## src/source/ccu_pkg.sv

```systemverilog
// CCU shared definitions
package ccu_pkg;

    // ==========================================================
    // Word and field widths
    // ==========================================================
    localparam int isa_w      = 128;  // One instruction word
    localparam int opcode_w   = 3;    // Low bits of every word
    localparam int idx_w      = 16;   // Point counts nip / nop
    localparam int chn_w      = 12;   // Channel count
    localparam int map_w      = 5;    // Neighbour count K
    localparam int scale_w    = 20;
    localparam int act_w      = 8;    // Shift and zero point
    localparam int sya_mode_w = 2;
    localparam int layer_w    = 8;    // Layers per program

    // Opcodes
    localparam logic [opcode_w-1:0] op_array = 3'd0;  // Program header
    localparam logic [opcode_w-1:0] op_conv  = 3'd1;  // Two words
    localparam logic [opcode_w-1:0] op_fc    = 3'd2;  // No FC unit
    localparam logic [opcode_w-1:0] op_pool  = 3'd3;
    localparam logic [opcode_w-1:0] op_fps   = 3'd4;
    localparam logic [opcode_w-1:0] op_knn   = 3'd5;

    // Unused upper bits per layout
    localparam int hdr_pad_w   = isa_w - opcode_w - layer_w;
    localparam int conv0_pad_w = isa_w - opcode_w - idx_w - chn_w;
    localparam int conv1_pad_w = isa_w - opcode_w - scale_w - 2*act_w - sya_mode_w;
    localparam int pool_pad_w  = isa_w - opcode_w - idx_w - chn_w - map_w;
    localparam int fps_pad_w   = isa_w - opcode_w - 2*idx_w;
    localparam int knn_pad_w   = isa_w - opcode_w - idx_w - map_w;

    // ==========================================================
    // Word layouts, listed MSB first so opcode lands at bit 0
    // ==========================================================
    typedef struct packed {
        logic [hdr_pad_w-1:0]   pad;
        logic [layer_w-1:0]     layers;
        logic [opcode_w-1:0]    opcode;
    } hdr_view_t;

    typedef struct packed {
        logic [conv0_pad_w-1:0] pad;
        logic [chn_w-1:0]       chi;
        logic [idx_w-1:0]       nip;
        logic [opcode_w-1:0]    opcode;
    } conv0_view_t;

    typedef struct packed {
        logic [conv1_pad_w-1:0] pad;
        logic [sya_mode_w-1:0]  mode;
        logic [act_w-1:0]       zp;
        logic [act_w-1:0]       shift;
        logic [scale_w-1:0]     scale;
        logic [opcode_w-1:0]    opcode;
    } conv1_view_t;

    typedef struct packed {
        logic [pool_pad_w-1:0]  pad;
        logic [map_w-1:0]       k;
        logic [chn_w-1:0]       chi;
        logic [idx_w-1:0]       nip;
        logic [opcode_w-1:0]    opcode;
    } pool_view_t;

    typedef struct packed {
        logic [fps_pad_w-1:0]   pad;
        logic [idx_w-1:0]       nop;  // Sampled point count
        logic [idx_w-1:0]       nip;
        logic [opcode_w-1:0]    opcode;
    } fps_view_t;

    typedef struct packed {
        logic [knn_pad_w-1:0]   pad;
        logic [map_w-1:0]       k;
        logic [idx_w-1:0]       nip;
        logic [opcode_w-1:0]    opcode;
    } knn_view_t;

    // One word, decoded by its opcode
    typedef union packed {
        hdr_view_t   header;
        conv0_view_t conv0;
        conv1_view_t conv1;
        pool_view_t  pool;
        fps_view_t   fps;
        knn_view_t   knn;
    } isa_word_u;

endpackage
```

## src/source/ccu_top.sv

```systemverilog
// Configuration control unit top
`timescale 1ns/1ps

module ccu_top #(
    parameter int isa_depth = 8   // Instruction buffer words
) (
    input  logic                           clk,
    input  logic                           rst_n,
    input  logic                           start,
    // Host instruction stream
    input  logic [ccu_pkg::isa_w-1:0]      isa_data,
    input  logic                           isa_valid,
    output logic                           isa_ready,
    // Systolic array
    output logic                           sya_cfg_valid,
    input  logic                           sya_cfg_ready,
    output logic [ccu_pkg::idx_w-1:0]      sya_cfg_nip,
    output logic [ccu_pkg::chn_w-1:0]      sya_cfg_chi,
    output logic [ccu_pkg::scale_w-1:0]    sya_cfg_scale,
    output logic [ccu_pkg::act_w-1:0]      sya_cfg_shift,
    output logic [ccu_pkg::act_w-1:0]      sya_cfg_zp,
    output logic [ccu_pkg::sya_mode_w-1:0] sya_cfg_mode,
    // Pooling unit
    output logic                           pol_cfg_valid,
    input  logic                           pol_cfg_ready,
    output logic [ccu_pkg::idx_w-1:0]      pol_cfg_nip,
    output logic [ccu_pkg::chn_w-1:0]      pol_cfg_chi,
    output logic [ccu_pkg::map_w-1:0]      pol_cfg_k,
    // Coordinate unit
    output logic                           ctr_cfg_valid,
    input  logic                           ctr_cfg_ready,
    output logic                           ctr_cfg_mode,
    output logic [ccu_pkg::idx_w-1:0]      ctr_cfg_nip,
    output logic [ccu_pkg::idx_w-1:0]      ctr_cfg_nop,
    output logic [ccu_pkg::map_w-1:0]      ctr_cfg_k,
    // Status
    output logic                           busy,
    output logic                           done
);
    import ccu_pkg::*;

    // Buffer to decoder
    logic [isa_w-1:0]   word;
    logic               word_valid;
    logic               word_ready;
    // Decoder and sequencer
    logic               run;
    logic               header_seen;
    logic [layer_w-1:0] layer_num;
    logic               layer_issued;

    // ==========================================================
    // Instruction buffer
    // ==========================================================
    isa_buffer #(
        .isa_depth (isa_depth)
    ) i_buffer (
        .clk, .rst_n,
        .isa_data, .isa_valid, .isa_ready,
        .word, .word_valid, .word_ready
    );

    // Decoder, drives all three channels
    isa_decoder i_decoder (
        .clk, .rst_n, .run,
        .word, .word_valid, .word_ready,
        .header_seen, .layer_num, .layer_issued,
        .sya_cfg_valid, .sya_cfg_ready, .sya_cfg_nip, .sya_cfg_chi,
        .sya_cfg_scale, .sya_cfg_shift, .sya_cfg_zp, .sya_cfg_mode,
        .pol_cfg_valid, .pol_cfg_ready, .pol_cfg_nip, .pol_cfg_chi, .pol_cfg_k,
        .ctr_cfg_valid, .ctr_cfg_ready, .ctr_cfg_mode,
        .ctr_cfg_nip, .ctr_cfg_nop, .ctr_cfg_k
    );

    // Run control
    ccu_sequencer i_sequencer (
        .clk, .rst_n, .start,
        .header_seen, .layer_num, .layer_issued,
        .run, .busy, .done
    );

endmodule

```

## src/source/ccu_sequencer.sv

```systemverilog
// Program run control
`timescale 1ns/1ps

module ccu_sequencer (
    input  logic                        clk,
    input  logic                        rst_n,
    input  logic                        start,
    input  logic                        header_seen,   // Header popped
    input  logic [ccu_pkg::layer_w-1:0] layer_num,     // Valid with header_seen
    input  logic                        layer_issued,  // Channel handshake
    output logic                        run,
    output logic                        busy,
    output logic                        done
);
    import ccu_pkg::*;

    // FSM encoding
    localparam logic [1:0] s_idle     = 2'd0;
    localparam logic [1:0] s_wait_hdr = 2'd1;  // Header not yet popped
    localparam logic [1:0] s_layers   = 2'd2;  // Issuing layers

    logic [1:0]         state;
    logic [layer_w-1:0] layer_tgt;  // From header
    logic [layer_w-1:0] layer_cnt;  // Handshakes so far
    logic               last_layer;

    assign last_layer = layer_issued && ((layer_cnt + 1'b1) == layer_tgt);

    assign busy = (state != s_idle);
    assign run  = busy;  // Decoder pops only during a program

    // ==========================================================
    // State, counters and done pulse
    // ==========================================================
    always_ff @(posedge clk or negedge rst_n) begin
        if (!rst_n) begin
            state     <= s_idle;
            layer_tgt <= '0;
            layer_cnt <= '0;
            done      <= 1'b0;
        end else begin
            done <= 1'b0;  // Single cycle pulse
            case (state)
                s_idle: if (start) begin
                    state     <= s_wait_hdr;
                    layer_tgt <= '0;
                    layer_cnt <= '0;
                end
                s_wait_hdr: if (header_seen) begin
                    layer_tgt <= layer_num;
                    if (layer_num == '0) begin  // Empty program
                        state <= s_idle;
                        done  <= 1'b1;
                    end else begin
                        state <= s_layers;
                    end
                end
                s_layers: if (layer_issued) begin
                    layer_cnt <= layer_cnt + 1'b1;
                    if (last_layer) begin
                        state <= s_idle;
                        done  <= 1'b1;      // Busy drops with it
                    end
                end
                default: state <= s_idle;
            endcase
        end
    end

endmodule

```

## src/source/isa_decoder.sv

```systemverilog
// Instruction decoder and config channels
`timescale 1ns/1ps

module isa_decoder (
    input  logic                           clk,
    input  logic                           rst_n,
    input  logic                           run,           // From sequencer
    // Word stream from the buffer
    input  logic [ccu_pkg::isa_w-1:0]      word,
    input  logic                           word_valid,
    output logic                           word_ready,
    // Sequencer events
    output logic                           header_seen,
    output logic [ccu_pkg::layer_w-1:0]    layer_num,
    output logic                           layer_issued,
    // Systolic array
    output logic                           sya_cfg_valid,
    input  logic                           sya_cfg_ready,
    output logic [ccu_pkg::idx_w-1:0]      sya_cfg_nip,
    output logic [ccu_pkg::chn_w-1:0]      sya_cfg_chi,
    output logic [ccu_pkg::scale_w-1:0]    sya_cfg_scale,
    output logic [ccu_pkg::act_w-1:0]      sya_cfg_shift,
    output logic [ccu_pkg::act_w-1:0]      sya_cfg_zp,
    output logic [ccu_pkg::sya_mode_w-1:0] sya_cfg_mode,
    // Pooling unit
    output logic                           pol_cfg_valid,
    input  logic                           pol_cfg_ready,
    output logic [ccu_pkg::idx_w-1:0]      pol_cfg_nip,
    output logic [ccu_pkg::chn_w-1:0]      pol_cfg_chi,
    output logic [ccu_pkg::map_w-1:0]      pol_cfg_k,
    // Coordinate unit
    output logic                           ctr_cfg_valid,
    input  logic                           ctr_cfg_ready,
    output logic                           ctr_cfg_mode,  // 0 FPS, 1 KNN
    output logic [ccu_pkg::idx_w-1:0]      ctr_cfg_nip,
    output logic [ccu_pkg::idx_w-1:0]      ctr_cfg_nop,
    output logic [ccu_pkg::map_w-1:0]      ctr_cfg_k
);
    import ccu_pkg::*;

    isa_word_u           iw;
    logic [opcode_w-1:0] op;
    logic                pop;
    logic                conv_cnt;  // High between conv words
    logic                sya_hs;
    logic                pol_hs;
    logic                ctr_hs;

    assign iw = word;
    assign op = iw.header.opcode;  // Same bits in every view

    // One layer in flight at most
    assign word_ready = run && !(sya_cfg_valid || pol_cfg_valid || ctr_cfg_valid);
    assign pop        = word_valid && word_ready;

    assign sya_hs = sya_cfg_valid && sya_cfg_ready;
    assign pol_hs = pol_cfg_valid && pol_cfg_ready;
    assign ctr_hs = ctr_cfg_valid && ctr_cfg_ready;

    assign layer_issued = sya_hs || pol_hs || ctr_hs;
    assign header_seen  = pop && (op == op_array);
    assign layer_num    = iw.header.layers;

    // ==========================================================
    // Field registers and valid lines
    // ==========================================================
    always_ff @(posedge clk or negedge rst_n) begin
        if (!rst_n) begin
            conv_cnt      <= 1'b0;
            sya_cfg_valid <= 1'b0;
            sya_cfg_nip   <= '0;
            sya_cfg_chi   <= '0;
            sya_cfg_scale <= '0;
            sya_cfg_shift <= '0;
            sya_cfg_zp    <= '0;
            sya_cfg_mode  <= '0;
            pol_cfg_valid <= 1'b0;
            pol_cfg_nip   <= '0;
            pol_cfg_chi   <= '0;
            pol_cfg_k     <= '0;
            ctr_cfg_valid <= 1'b0;
            ctr_cfg_mode  <= 1'b0;
            ctr_cfg_nip   <= '0;
            ctr_cfg_nop   <= '0;
            ctr_cfg_k     <= '0;
        end else begin
            // Drop valid once the unit takes it
            if (sya_hs) sya_cfg_valid <= 1'b0;
            if (pol_hs) pol_cfg_valid <= 1'b0;
            if (ctr_hs) ctr_cfg_valid <= 1'b0;

            if (pop) begin
                case (op)
                    op_conv: begin
                        conv_cnt <= ~conv_cnt;
                        if (!conv_cnt) begin           // First word
                            sya_cfg_nip <= iw.conv0.nip;
                            sya_cfg_chi <= iw.conv0.chi;
                        end else begin                 // Second word completes it
                            sya_cfg_scale <= iw.conv1.scale;
                            sya_cfg_shift <= iw.conv1.shift;
                            sya_cfg_zp    <= iw.conv1.zp;
                            sya_cfg_mode  <= iw.conv1.mode;
                            sya_cfg_valid <= 1'b1;
                        end
                    end
                    op_pool: begin
                        pol_cfg_nip   <= iw.pool.nip;
                        pol_cfg_chi   <= iw.pool.chi;
                        pol_cfg_k     <= iw.pool.k;
                        pol_cfg_valid <= 1'b1;
                    end
                    op_fps: begin                      // K keeps old value
                        ctr_cfg_mode  <= 1'b0;
                        ctr_cfg_nip   <= iw.fps.nip;
                        ctr_cfg_nop   <= iw.fps.nop;
                        ctr_cfg_valid <= 1'b1;
                    end
                    op_knn: begin                      // Nop keeps old value
                        ctr_cfg_mode  <= 1'b1;
                        ctr_cfg_nip   <= iw.knn.nip;
                        ctr_cfg_k     <= iw.knn.k;
                        ctr_cfg_valid <= 1'b1;
                    end
                    op_fc: begin
                        // No FC engine, word popped and dropped
                    end
                    default: begin
                        // Header handled by the sequencer, 6 and 7 dropped
                    end
                endcase
            end
        end
    end

endmodule

```

## src/source/isa_buffer.sv

```systemverilog
// Instruction word FIFO
`timescale 1ns/1ps

module isa_buffer #(
    parameter int isa_depth = 8   // Power of two, at least 2
) (
    input  logic                      clk,
    input  logic                      rst_n,
    // Host write side
    input  logic [ccu_pkg::isa_w-1:0] isa_data,
    input  logic                      isa_valid,
    output logic                      isa_ready,
    // Decoder read side
    output logic [ccu_pkg::isa_w-1:0] word,
    output logic                      word_valid,
    input  logic                      word_ready
);
    import ccu_pkg::*;

    localparam int addr_w = $clog2(isa_depth);

    logic [isa_w-1:0] mem [isa_depth];  // Word storage
    logic [addr_w:0]  wr_ptr;           // Extra MSB tells full from empty
    logic [addr_w:0]  rd_ptr;
    logic [addr_w:0]  fill;             // Words held
    logic             push;
    logic             pop;

    assign fill       = wr_ptr - rd_ptr;
    assign isa_ready  = (fill != (addr_w + 1)'(isa_depth));  // Not full
    assign word_valid = (wr_ptr != rd_ptr);                   // Not empty
    assign push       = isa_valid && isa_ready;
    assign pop        = word_valid && word_ready;

    // Oldest word straight out of the array
    assign word = mem[rd_ptr[addr_w-1:0]];

    // Storage
    always_ff @(posedge clk) begin
        if (push) begin
            mem[wr_ptr[addr_w-1:0]] <= isa_data;
        end
    end

    // Pointers
    always_ff @(posedge clk or negedge rst_n) begin
        if (!rst_n) begin
            wr_ptr <= '0;
            rd_ptr <= '0;
        end else begin
            if (push) wr_ptr <= wr_ptr + 1'b1;  // Wraps with the extra bit
            if (pop)  rd_ptr <= rd_ptr + 1'b1;
        end
    end

endmodule

```

## config.mk

```make
export PLATFORM = sky130hd
export DESIGN_NAME = ccu_top
export DESIGN_NICKNAME = d
export VERILOG_FILES = /design/src/source/ccu_pkg.sv /design/src/source/ccu_top.sv /design/src/source/ccu_sequencer.sv /design/src/source/isa_decoder.sv /design/src/source/isa_buffer.sv
export SDC_FILE = /design/constraint.sdc
export NUM_CORES = 1
export LEC_CHECK = 0
export BUFFER_PORTS_ARGS = -buffer_cell sky130_fd_sc_hd__buf_2
export CORE_MARGIN = 2
export CORE_UTILIZATION = 40
export CTS_BUF_LIST = sky130_fd_sc_hd__clkbuf_2
export CTS_CLUSTER_SIZE = 40
export DETAILED_ROUTE_END_ITERATION = 10
export GPL_ROUTABILITY_DRIVEN = 0
export SYNTH_ARGS = -nofsm -noshare
export SYNTH_HDL_FRONTEND = slang
export SYNTH_SLANG_ARGS = --single-unit
```

## constraint.sdc

```tcl
create_clock -name clk -period 8.32 [get_ports clk]
set_input_delay 0.416 -clock clk [delete_from_list [all_inputs] [get_ports clk]]
set_output_delay 0.416 -clock clk [all_outputs]
set_load 0.05 [all_outputs]
```

==> flow_metrics.py, run 1 <==
metrics = {
    "place": {
        "dp_hpwl_mm": 25.48,
        "dp_slack_ns": 4.183,
        "port_buffers": 190,
    },
    "worst_setup_path": {
        "crit_path_start": "i_buffer.rd_ptr[0]",
        "critPathLaunchType": "flip-flop",
        "critPathRequiredTime_ns": 9.24,
        "cp.buffers_inverters": 2,
        "arrival_ns": 4.94,
        "cpPeakStageDelay_ns": 1.05,
        "r2r_end": "i_decoder.sya_cfg_scale[18]",
        "worstSetupPathType": "reg2reg",
        "reg2reg_depth": 6,
        "worstPathMaxFanout": 47,
        "cp_cell_sequence": "mux4_2, mux2i_2, inv_1, nand3_2, buf_4, mux2_2",
        "cp-end-kind": "flip-flop",
        "cp_slowest_cell": "dfrtp_4",
        "reg2reg_setup_slack_ns": 4.31,
        "r2r_start": "i_buffer.rd_ptr[0]",
        "critical_path.top_delay_family": "multiplexers",
    },
    "grt": {
        "grt_pass1_wl_mm": 66.72,
        "overflow": 0,
        "grt_usage_pct": 17.95,
        "grt_start_max_net_pins": 104,
        "grt_pass1_vias": 11290,
        "antenna_found_initial": 2,
    },
    "sta": {
        "fin_worst_skew_ns": 0.07449,
        "hold_slack_ns": 0.1474,
        "final.setup.tns_ns": 0,
        "hold_viol": 0,
        "rsz0062_at_grt": "false",
        "slew_headroom_pct": 36.21,
        "fin_crit_sh_pct": 48.23,
        "drv_slew": 0,
        "period_minus_slack_ns": 4.013,
        "finalSetupViolCount": 0,
        "fmax_mhz": 249.2,
        "fin_ws_ns": 4.307,
        "tightest_slew_ns": 0.9568,
    },
    "routing": {
        "drt_first_pass_iters": 5,
        "ant_nets": 0,
        "wl_per_cell_um": 20.06,
        "viasPerCell": 5.047,
        "num_vias": 10950,
        "routed_wl_mm": 43.54,
        "drc": 0,
        "drt-initial-drc-count": 865,
    },
    "synthesis": {
        "syn_area_um2": 19070,
        "yosysTopAreaCell": "edfxtp_1",
        "synth_edf_count": 328,
        "synth_compound_area_share_pct": 4.220,
        "synthTopCellsByArea": "edfxtp_1, dfrtp_1, mux4_2, mux2_2, nand2_1",
        "syn_area_per_cell_um2": 17.10,
        "synth_top_family_by_area": "multiplexers",
        "yosysSeqAreaShare_pct": 73.71,
        "synth_top_area_share_pct": 51.66,
        "synthAdderAreaFrac_pct": 0.5906,
        "syn_nets": 1259,
        "ys_seq_elements": 496,
        "synth-simple-area-share_pct": 5.388,
        "synth_xor_area_share_pct": 0.8269,
        "netlist_instances": 1115,
        "synthFlopType": "edfxtp_1",
        "synthArstFlopShare_pct": 33.87,
        "synth_warnings": 0,
        "synth_mux_area_share_pct": 13.66,
        "synth.distinct_cells": 50,
    },
    "power": {
        "p_leak_nw": 8.818,
        "max-vdd-ir-drop_uv": 283.2,
        "powerDensity_nw_per_um2": 407.1,
        "total_power_w": 0.009161,
    },
    "final_layout": {
        "fillers": 4167,
        "final_layout_size_suffix_gt1_share_pct": 35.40,
        "finalNetCount": 1589,
        "area_growth_pct": 18.03,
    },
    "floorplan": {
        "start_util_pct": 40.27,
        "core_um2": 47350,
        "die_height_um": 222.3,
        "die-area_um2": 49430,
        "num_rows": 80,
        "fp.dieW_um": 222.3,
        "io_pins": 278,
    },
    "clocking": {
        "cts_buffer_depth": 3,
        "clkLatencyLatePin_ns": 1.10,
        "postCtsSetupBuffers": 0,
        "ctsHtreeMaxLevel": 3,
        "cts_sinks": 496,
        "clkTransAtPathRegs_ns": 0.10,
        "post_cts_resize_count": 0,
        "cts_tree": "built",
        "cts_buffers": 118,
        "root_buffer": "clkbuf_2",
    },
    "run": {
        "cap_violations": 0,
    },
    "hold_path": {
        "hold_path_depth": 2,
        "min_to": "i_buffer.mem[6][0]",
        "hold_class": "in2reg",
        "min_from": "isa_data[0]",
    },
    "run_status": {
        "status": "complete, no violations",
    },
}
==> sequential cells by signal, indices dropped and copies added, names as in the netlist, 12 cells and up <==
name and count:
i_decoder.ctr_cfg_nip 16, i_decoder.sya_cfg_chi 12, i_decoder.pol_cfg_nip 16, i_decoder.pol_cfg_chi 12, i_decoder.sya_cfg_nip 16, i_buffer.mem 328
i_decoder.sya_cfg_scale 20, i_decoder.ctr_cfg_nop 16
==> power breakdown <==
group | switching (W) | internal (W)
sequential | 0.000402 | 0.00329
combinational | 0.00266 | 0.00119
clock | 0.000948 | 0.000671
==> cells in the mapped netlist, drive strengths merged, types with 2 or more instances <==
master / n
a21o: 3
a21oi: 19
a31oi: 51
and3: 2
buf: 30
clkbuf: 23
dfrtp: 168
edfxtp: 328
ha: 9
inv: 16
mux2: 52
mux2i: 19
mux4: 81
nand2: 121
nand2b: 5
nand3: 9
nand4: 5
nor2: 77
nor3: 9
nor3b: 2
nor4: 5
o21ai: 34
o2bb2ai: 8
o31ai: 4
or2: 2
xnor2: 12
xor2: 6
==> area by class of cell <==
type / count / area, um2 / area share [%]
sequential: 496 / 14060 / 62.49
multi-input combinational: 549 / 4776 / 21.22
timing repair buffer: 263 / 1655 / 7.356
clock buffer: 178 / 890.9 / 3.959
tap: 615 / 769.5 / 3.419
clock inverter: 48 / 276.5 / 1.229
inverter: 17 / 63.81 / 0.2836
antenna: 4 / 10.01 / 0.04448
==> worst max-delay path by stage <==
stage | end | depth (start not counted) | slack, ns
2_1_floorplan | i_buffer.mem[0][0] | 9 | 1.22
3_3_place_gp | i_decoder.sya_cfg_shift[3] | 6 | 4.20
3_5_place_dp | i_decoder.sya_cfg_shift[5] | 6 | 4.18
4_1_cts | i_decoder.sya_cfg_shift[3] | 6 | 4.14
5_1_grt | i_decoder.sya_cfg_scale[18] | 6 | 3.98
6_report | i_decoder.sya_cfg_scale[18] | 6 | 4.31
==> layout by cell type (no fill, tap or decap), types with 3 or more instances in the layout <==
cell	synthesis	layout
buf_4	4	21
edfxtp_1	328	328
xnor2_1	12	12
dlygate4sd3_1	0	51
o21ai_0	34	34
a21o_1	3	3
buf_2	23	189
nor3_1	8	4
o31ai_1	4	4
mux4_2	81	81
nand2b_1	5	5
bufinv_16	0	3
nor2_4	0	3
nor3_2	0	4
clkinv_1	1	38
clkbuf_2	0	178
a31oi_1	51	51
inv_1	16	16
nand2_1	121	121
nand3_1	8	8
dfrtp_1	168	165
o2bb2ai_1	8	8
mux2_1	5	5
a21oi_1	19	19
xor2_1	6	6
mux2i_1	18	18
nor4_1	5	3
ha_1	9	9
nor2_1	77	74
diode_2	0	4
clkinv_2	0	4
mux2_2	47	47
nand4_1	4	4
==> cell families after synthesis <==
logic type               after synthesis
adder cells (fa/ha/maj)                9
AO/OA/AOI/OAI                        130
multiplexers                         152
AND/OR/NAND/NOR                      240
XOR/XNOR                              18
flip-flops                           496
buffers and inverters                 70
==> worst reg2reg max path: stages (launching register included) <==
cell     delay (ns)
dfrtp_4        1.05
mux4_2         0.62
mux2i_2        0.53
inv_1          0.27
nand3_2        0.48
buf_4          0.51
mux2_2         0.43
==> layer usage <==
| layer | GRT usage [%] | vias to the layer above | part of all wire, % |
|---|---|---|---|
| met2 | 29.36 | 301 | 49 |
| met3 | 4.232 | 60 | 5.0 |
| met4 | 5.711 | 0 | 1.6 |
| li1 | - | 5036 | - |
| met5 | 0 | - | 0 |
| met1 | 23.84 | 5556 | 45 |
==> repair_timing <==
item,CTS,global route
endpoints found under the setup margin,0,0
hold endpoints to repair,469,0
hold buffers,52,0
==> through the flow <==
stage / cell area (um2) / instances / util (%)
floorplan: 19070 / 1115 / -
global placement: 20790 / 1888 / 43.91
detailed placement: 20790 / 1888 / 43.91
CTS: 22490 / 2166 / 47.51
global route: 22500 / 2170 / 47.53
finish: 22500 / 2170 / 47.53
Note: power is estimated with default switching activity, not from simulation.
==> run 2, diff against run 1 <==
Clock period 8.32 ns to 3.85 ns, I/O delays scaled along.
==> run 2 against run 1 <==
  * Combinational power up 130%
  * Clock skew down 0.022 ns
  * Setup slack worse by 3.9 ns
  * First-iteration DRC count down 15%
==> flow_metrics.py, run 2 (synthesized netlist as in run 1, its figures left out) <==
metrics = {
    "clocking": {
        "clkLatencyLatePin_ns": 1.19,
        "post_cts_resize_count": 0,
        "clkTransAtPathRegs_ns": 0.11,
        "cts_buffers": 131,
        "cts_tree": "built",
        "cts.hold.buffers_added": 95,
        "postCtsSetupBuffers": 0,
        "cts_buffer_depth": 3,
        "ctsHtreeMaxLevel": 4,
        "cts_sinks": 496,
        "root_buffer": "clkbuf_2",
    },
    "worst_setup_path": {
        "worstSetupPathType": "reg2out",
        "critPathLaunchType": "flip-flop",
        "cp-end-kind": "output pin",
        "worstPathMaxFanout": 17,
        "arrival_ns": 3.24,
        "critPathRequiredTime_ns": 3.66,
    },
    "sta": {
        "slew_headroom_pct": 27.10,
        "fin_worst_skew_ns": 0.05263,
        "fmax_mhz": 291.1,
        "hold_viol": 0,
        "drv_slew": 0,
        "final.setup.tns_ns": 0,
        "fin_crit_sh_pct": 89.21,
        "period_minus_slack_ns": 3.435,
        "finalSetupViolCount": 0,
        "tightest_slew_ns": 1.084,
        "rsz0062_at_grt": "false",
        "hold_slack_ns": 0.2247,
    },
    "final_layout": {
        "multi_input_area_um2": 4818,
        "final_common_cell": "edfxtp_1",
        "fillers": 4135,
        "final_cell_mix": "edfxtp_1, clkbuf_2, buf_2",
        "utilization_pct": 49.02,
        "final_layout_size_suffix_gt1_share_pct": 36.59,
        "finalNetCount": 1659,
        "largest_reg_flops": 328,
        "register_area_um2": 14060,
        "area_growth_pct": 21.74,
    },
    "routing": {
        "drt_first_pass_iters": 7,
        "wl_per_cell_um": 20.17,
        "viasPerCell": 5.051,
        "ant_nets": 0,
        "routed_wl_mm": 45.05,
        "drc": 0,
        "drt-initial-drc-count": 737,
        "num_vias": 11280,
    },
    "hold_path": {
        "hold_class": "in2reg",
    },
    "grt": {
        "grt_pass1_vias": 11750,
        "overflow": 0,
        "antenna_found_initial": 6,
        "grt_pass1_wl_mm": 69.21,
        "grt_usage_pct": 18.82,
        "grt_start_max_net_pins": 76,
    },
    "power": {
        "max-vdd-ir-drop_uv": 465.7,
        "powerDensity_nw_per_um2": 874.0,
        "p_leak_nw": 9.190,
    },
    "run": {
        "cap_violations": 0,
    },
    "floorplan": {
        "fp.dieW_um": 222.3,
        "start_util_pct": 40.27,
        "io_pins": 278,
        "num_rows": 80,
        "core_um2": 47350,
        "die-area_um2": 49430,
        "die_height_um": 222.3,
    },
    "place": {
        "dp_hpwl_mm": 27.55,
        "port_buffers": 190,
    },
    "run_status": {
        "status": "complete, no violations",
    },
}
## run 2: cell count changes in the layout (fill, tap and decap cells not counted), moves of 4 or more
cell | before | now
buf_12 | 0 | 7
buf_4 | 21 | 28
clkbuf_2 | 178 | 203
clkinv_1 | 38 | 19
dlygate4sd3_1 | 51 | 94
inv_2 | 1 | 6
nor3_2 | 4 | 0
nor3_4 | 1 | 5
## run 2: critical path: stages, from the launching register on
cell and delay [ns]:
dfrtp_4 0.60, inv_1 0.14, ha_1 0.31, nand2b_1 0.10, a21o_1 0.20, a311o_2 0.46, buf_2 0.25
## run 2: metrics by stage
stage	instance area, um2	power [W]	cells	setup WS, ns
after global placement	21020	0.01660	1902	0.5486
after CTS	23200	0.02060	2230	0.1949
after floorplan	19150	0.01414	1115	0.004462
final	23210	0.02029	2233	0.4153
after detailed placement	21020	0.01675	1902	0.4776
after global routing	23210	0.02152	2233	0.1704
## run 2: layout make-up
cell class	instances	area share (%)
clock buffers	203	4.377
diodes	3	0.03234
multi-input cells	549	20.76
inverters	17	0.2803
clock inverters	30	0.8463
well taps	615	3.315
repair buffers	320	9.805
flip-flops and latches	496	60.58
## run 2: per-layer routing
layer	GRT usage (%)	vias up	part of all wire, %
li1	-	5173	-
met1	24.63	5702	44
met5	0	-	0.082
met2	29.95	334	48
met3	5.713	64	5.8
met4	6.582	6	1.5
## run 2: path summary, 6_finish.rpt
kind / depth (start not counted) / slack, ns / endpoint / start
worst min-delay path: 5 / 0.22 / i_sequencer.layer_cnt[3] / start
min in group asynchronous: 5 / 0.65 / i_decoder.sya_cfg_scale[13] / rst_n
max in group asynchronous: 6 / 2.41 / i_decoder.sya_cfg_zp[1] / rst_n
worst max register to register: 8 / 0.42 / i_decoder.pol_cfg_chi[1] / i_buffer.rd_ptr[1]
worst min register to register: 2 / 0.48 / i_decoder.sya_cfg_scale[5] / i_decoder.sya_cfg_scale[5]
worst max-delay path: 6 / 0.42 / isa_ready / i_buffer.rd_ptr[1]
## run 2: where the power goes
| part | switching, W | internal [W] |
|---|---|---|
| logic | 0.00608 | 0.00271 |
| clock network | 0.00210 | 0.00159 |
| registers | 0.000687 | 0.00712 |
==> run 3, diff against run 2 <==
Settings changed: MAX_ROUTING_LAYER from default to met4.
==> run 3 against run 2 <==
  * Final cell count rose by 0.18%
  * Clock power barely moved
  * Clock skew rose by 0.0070 ns
  * Clock-buffer cell count did not move
  * Critical path type is now reg2reg
  * Critical endpoint is now i_decoder.pol_cfg_chi[1]
  * Largest cell class unchanged
==> flow_metrics.py, run 3 (synthesized netlist as in run 1, its figures left out) <==
metrics = {
    "routing": {
        "drc": 0,
        "ant_nets": 0,
        "viasPerCell": 5.044,
        "num_vias": 11280,
        "drt-initial-drc-count": 772,
        "wl_per_cell_um": 20.14,
        "routed_wl_mm": 45.05,
        "drt_first_pass_iters": 7,
    },
    "sta": {
        "fmax_mhz": 289.5,
        "fin_worst_skew_ns": 0.05964,
        "drv_slew": 0,
        "finalSetupViolCount": 0,
        "fin_ws_ns": 0.3962,
        "rsz0062_at_grt": "false",
        "final.setup.tns_ns": 0,
        "slew_headroom_pct": 25.79,
        "tightest_slew_ns": 1.104,
        "period_minus_slack_ns": 3.454,
        "hold_viol": 0,
        "fin_crit_sh_pct": 89.71,
    },
    "worst_setup_path": {
        "critical_path.top_delay_family": "compound AO/OA/AOI/OAI gates",
        "path_depth": 8,
        "cp_slowest_cell": "o31ai_1",
        "reg2reg_setup_slack_ns": 0.40,
        "cp.buffers_inverters": 3,
        "reg2reg_depth": 8,
        "cpPeakStageDelay_ns": 0.89,
        "cpMostUsedCell": "inv_1",
        "arrival_ns": 4.50,
        "critPathLaunchType": "flip-flop",
        "worstSetupPathType": "reg2reg",
        "crit_path_start": "i_buffer.rd_ptr[1]",
        "cp-endpoint": "i_decoder.pol_cfg_chi[1]",
        "critPathRequiredTime_ns": 4.90,
        "r2r_end": "i_decoder.pol_cfg_chi[1]",
        "cp-end-kind": "flip-flop",
        "r2r_start": "i_buffer.rd_ptr[1]",
        "worstPathMaxFanout": 35,
        "cp_cell_sequence": "inv_1, ha_1, nand2_1, o31ai_1, inv_1, nand4_4, buf_12, mux2_2",
    },
    "place": {
        "place_area_um2": 21020,
        "dp_hpwl_mm": 27.55,
        "port_buffers": 190,
        "dp_slack_ns": 0.4776,
    },
    "final_layout": {
        "final_cell_mix": "edfxtp_1, clkbuf_2, buf_2",
        "utilization_pct": 49.05,
        "area_growth_pct": 21.79,
        "finalNetCount": 1659,
        "multi_input_area_um2": 4818,
        "largest_reg_flops": 328,
        "final_common_cell": "edfxtp_1",
        "fillers": 4133,
        "register_area_um2": 14060,
        "finalInstanceArea_um2": 23220,
        "final_layout_size_suffix_gt1_share_pct": 36.59,
    },
    "grt": {
        "antenna_found_initial": 6,
        "grt_pass1_vias": 11760,
        "grt_pass1_wl_mm": 69.19,
        "grt_usage_pct": 19.40,
        "overflow": 0,
        "grt_start_max_net_pins": 76,
    },
    "clocking": {
        "post_cts_resize_count": 0,
        "cts_sinks": 496,
        "clkLatencyLatePin_ns": 1.21,
        "postCtsSetupBuffers": 0,
        "ctsHtreeMaxLevel": 4,
        "clkTransAtPathRegs_ns": 0.11,
        "cts_buffer_depth": 3,
        "cts_tree": "built",
        "cts_buffers": 131,
        "root_buffer": "clkbuf_2",
    },
    "floorplan": {
        "io_pins": 278,
        "fp.dieW_um": 222.3,
        "start_util_pct": 40.27,
        "num_rows": 80,
        "core_um2": 47350,
        "die-area_um2": 49430,
        "die_height_um": 222.3,
    },
    "run_status": {
        "status": "complete, no violations",
    },
    "power": {
        "p_leak_nw": 9.190,
        "powerDensity_nw_per_um2": 873.7,
        "max-vdd-ir-drop_uv": 466.3,
        "total_power_w": 0.02029,
    },
    "run": {
        "cap_violations": 0,
    },
    "hold_path": {
        "hold_path_depth": 5,
        "hold_class": "in2reg",
    },
}
## run 3: how the worst min path moves through the flow
stage	startpoint	endpoint	slack, ns
after global routing	start	i_sequencer.layer_cnt[5]	0.09
after global placement	rst_n	i_decoder.sya_cfg_scale[13]	0.23
after CTS	start	i_sequencer.layer_cnt[3]	0.03
final	start	i_sequencer.layer_cnt[3]	0.21
after detailed placement	rst_n	i_decoder.sya_cfg_scale[13]	0.23
after floorplan	rst_n	i_buffer.rd_ptr[0]	-0.10
## run 3: final cells by class
class	count	share of cell area [%]
Inverter	17	0.2802
Sequential cell	496	60.56
Multi-Input combinational cell	549	20.75
Clock inverter	30	0.8459
Antenna cell	7	0.07544
Clock buffer	203	4.375
Tap cell	615	3.314
Timing Repair Buffer	320	9.801
## run 3: worst min-delay path, stage by stage
cell and delay [ns]:
dlygate4sd3_1 0.55, buf_2 0.13, nand2b_1 0.15, nand3_1 0.22, o31ai_1 0.09
## run 3: power by group
group          leakage (nW)  switching, W  internal [W]
clock network         0.945       0.00211       0.00159
logic                  3.22       0.00608       0.00271
registers              5.03      0.000684       0.00712
## run 3: per-stage QoR
step	std cells	hold WS [ns]
after CTS	2230	0.03300
after detailed placement	1902	0.2287
after global placement	1902	0.2333
after floorplan	1115	-0.1031
final	2237	0.2119
after global routing	2237	0.08997
## run 3: what timing repair did
action,CTS,global route
hold buffers,95,0
endpoints found under the setup margin,0,0
endpoints found under the hold margin,850,0
## run 3: layer usage
layer / up-vias / wire length (um) / GRT usage (%)
met3: 66 / 2781 / 5.898
met1: 5699 / 19740 / 24.62
met2: 342 / 21810 / 29.97
met5: - / 0 / -
li1: 5176 / - / -
met4: 0 / 707 / 6.277
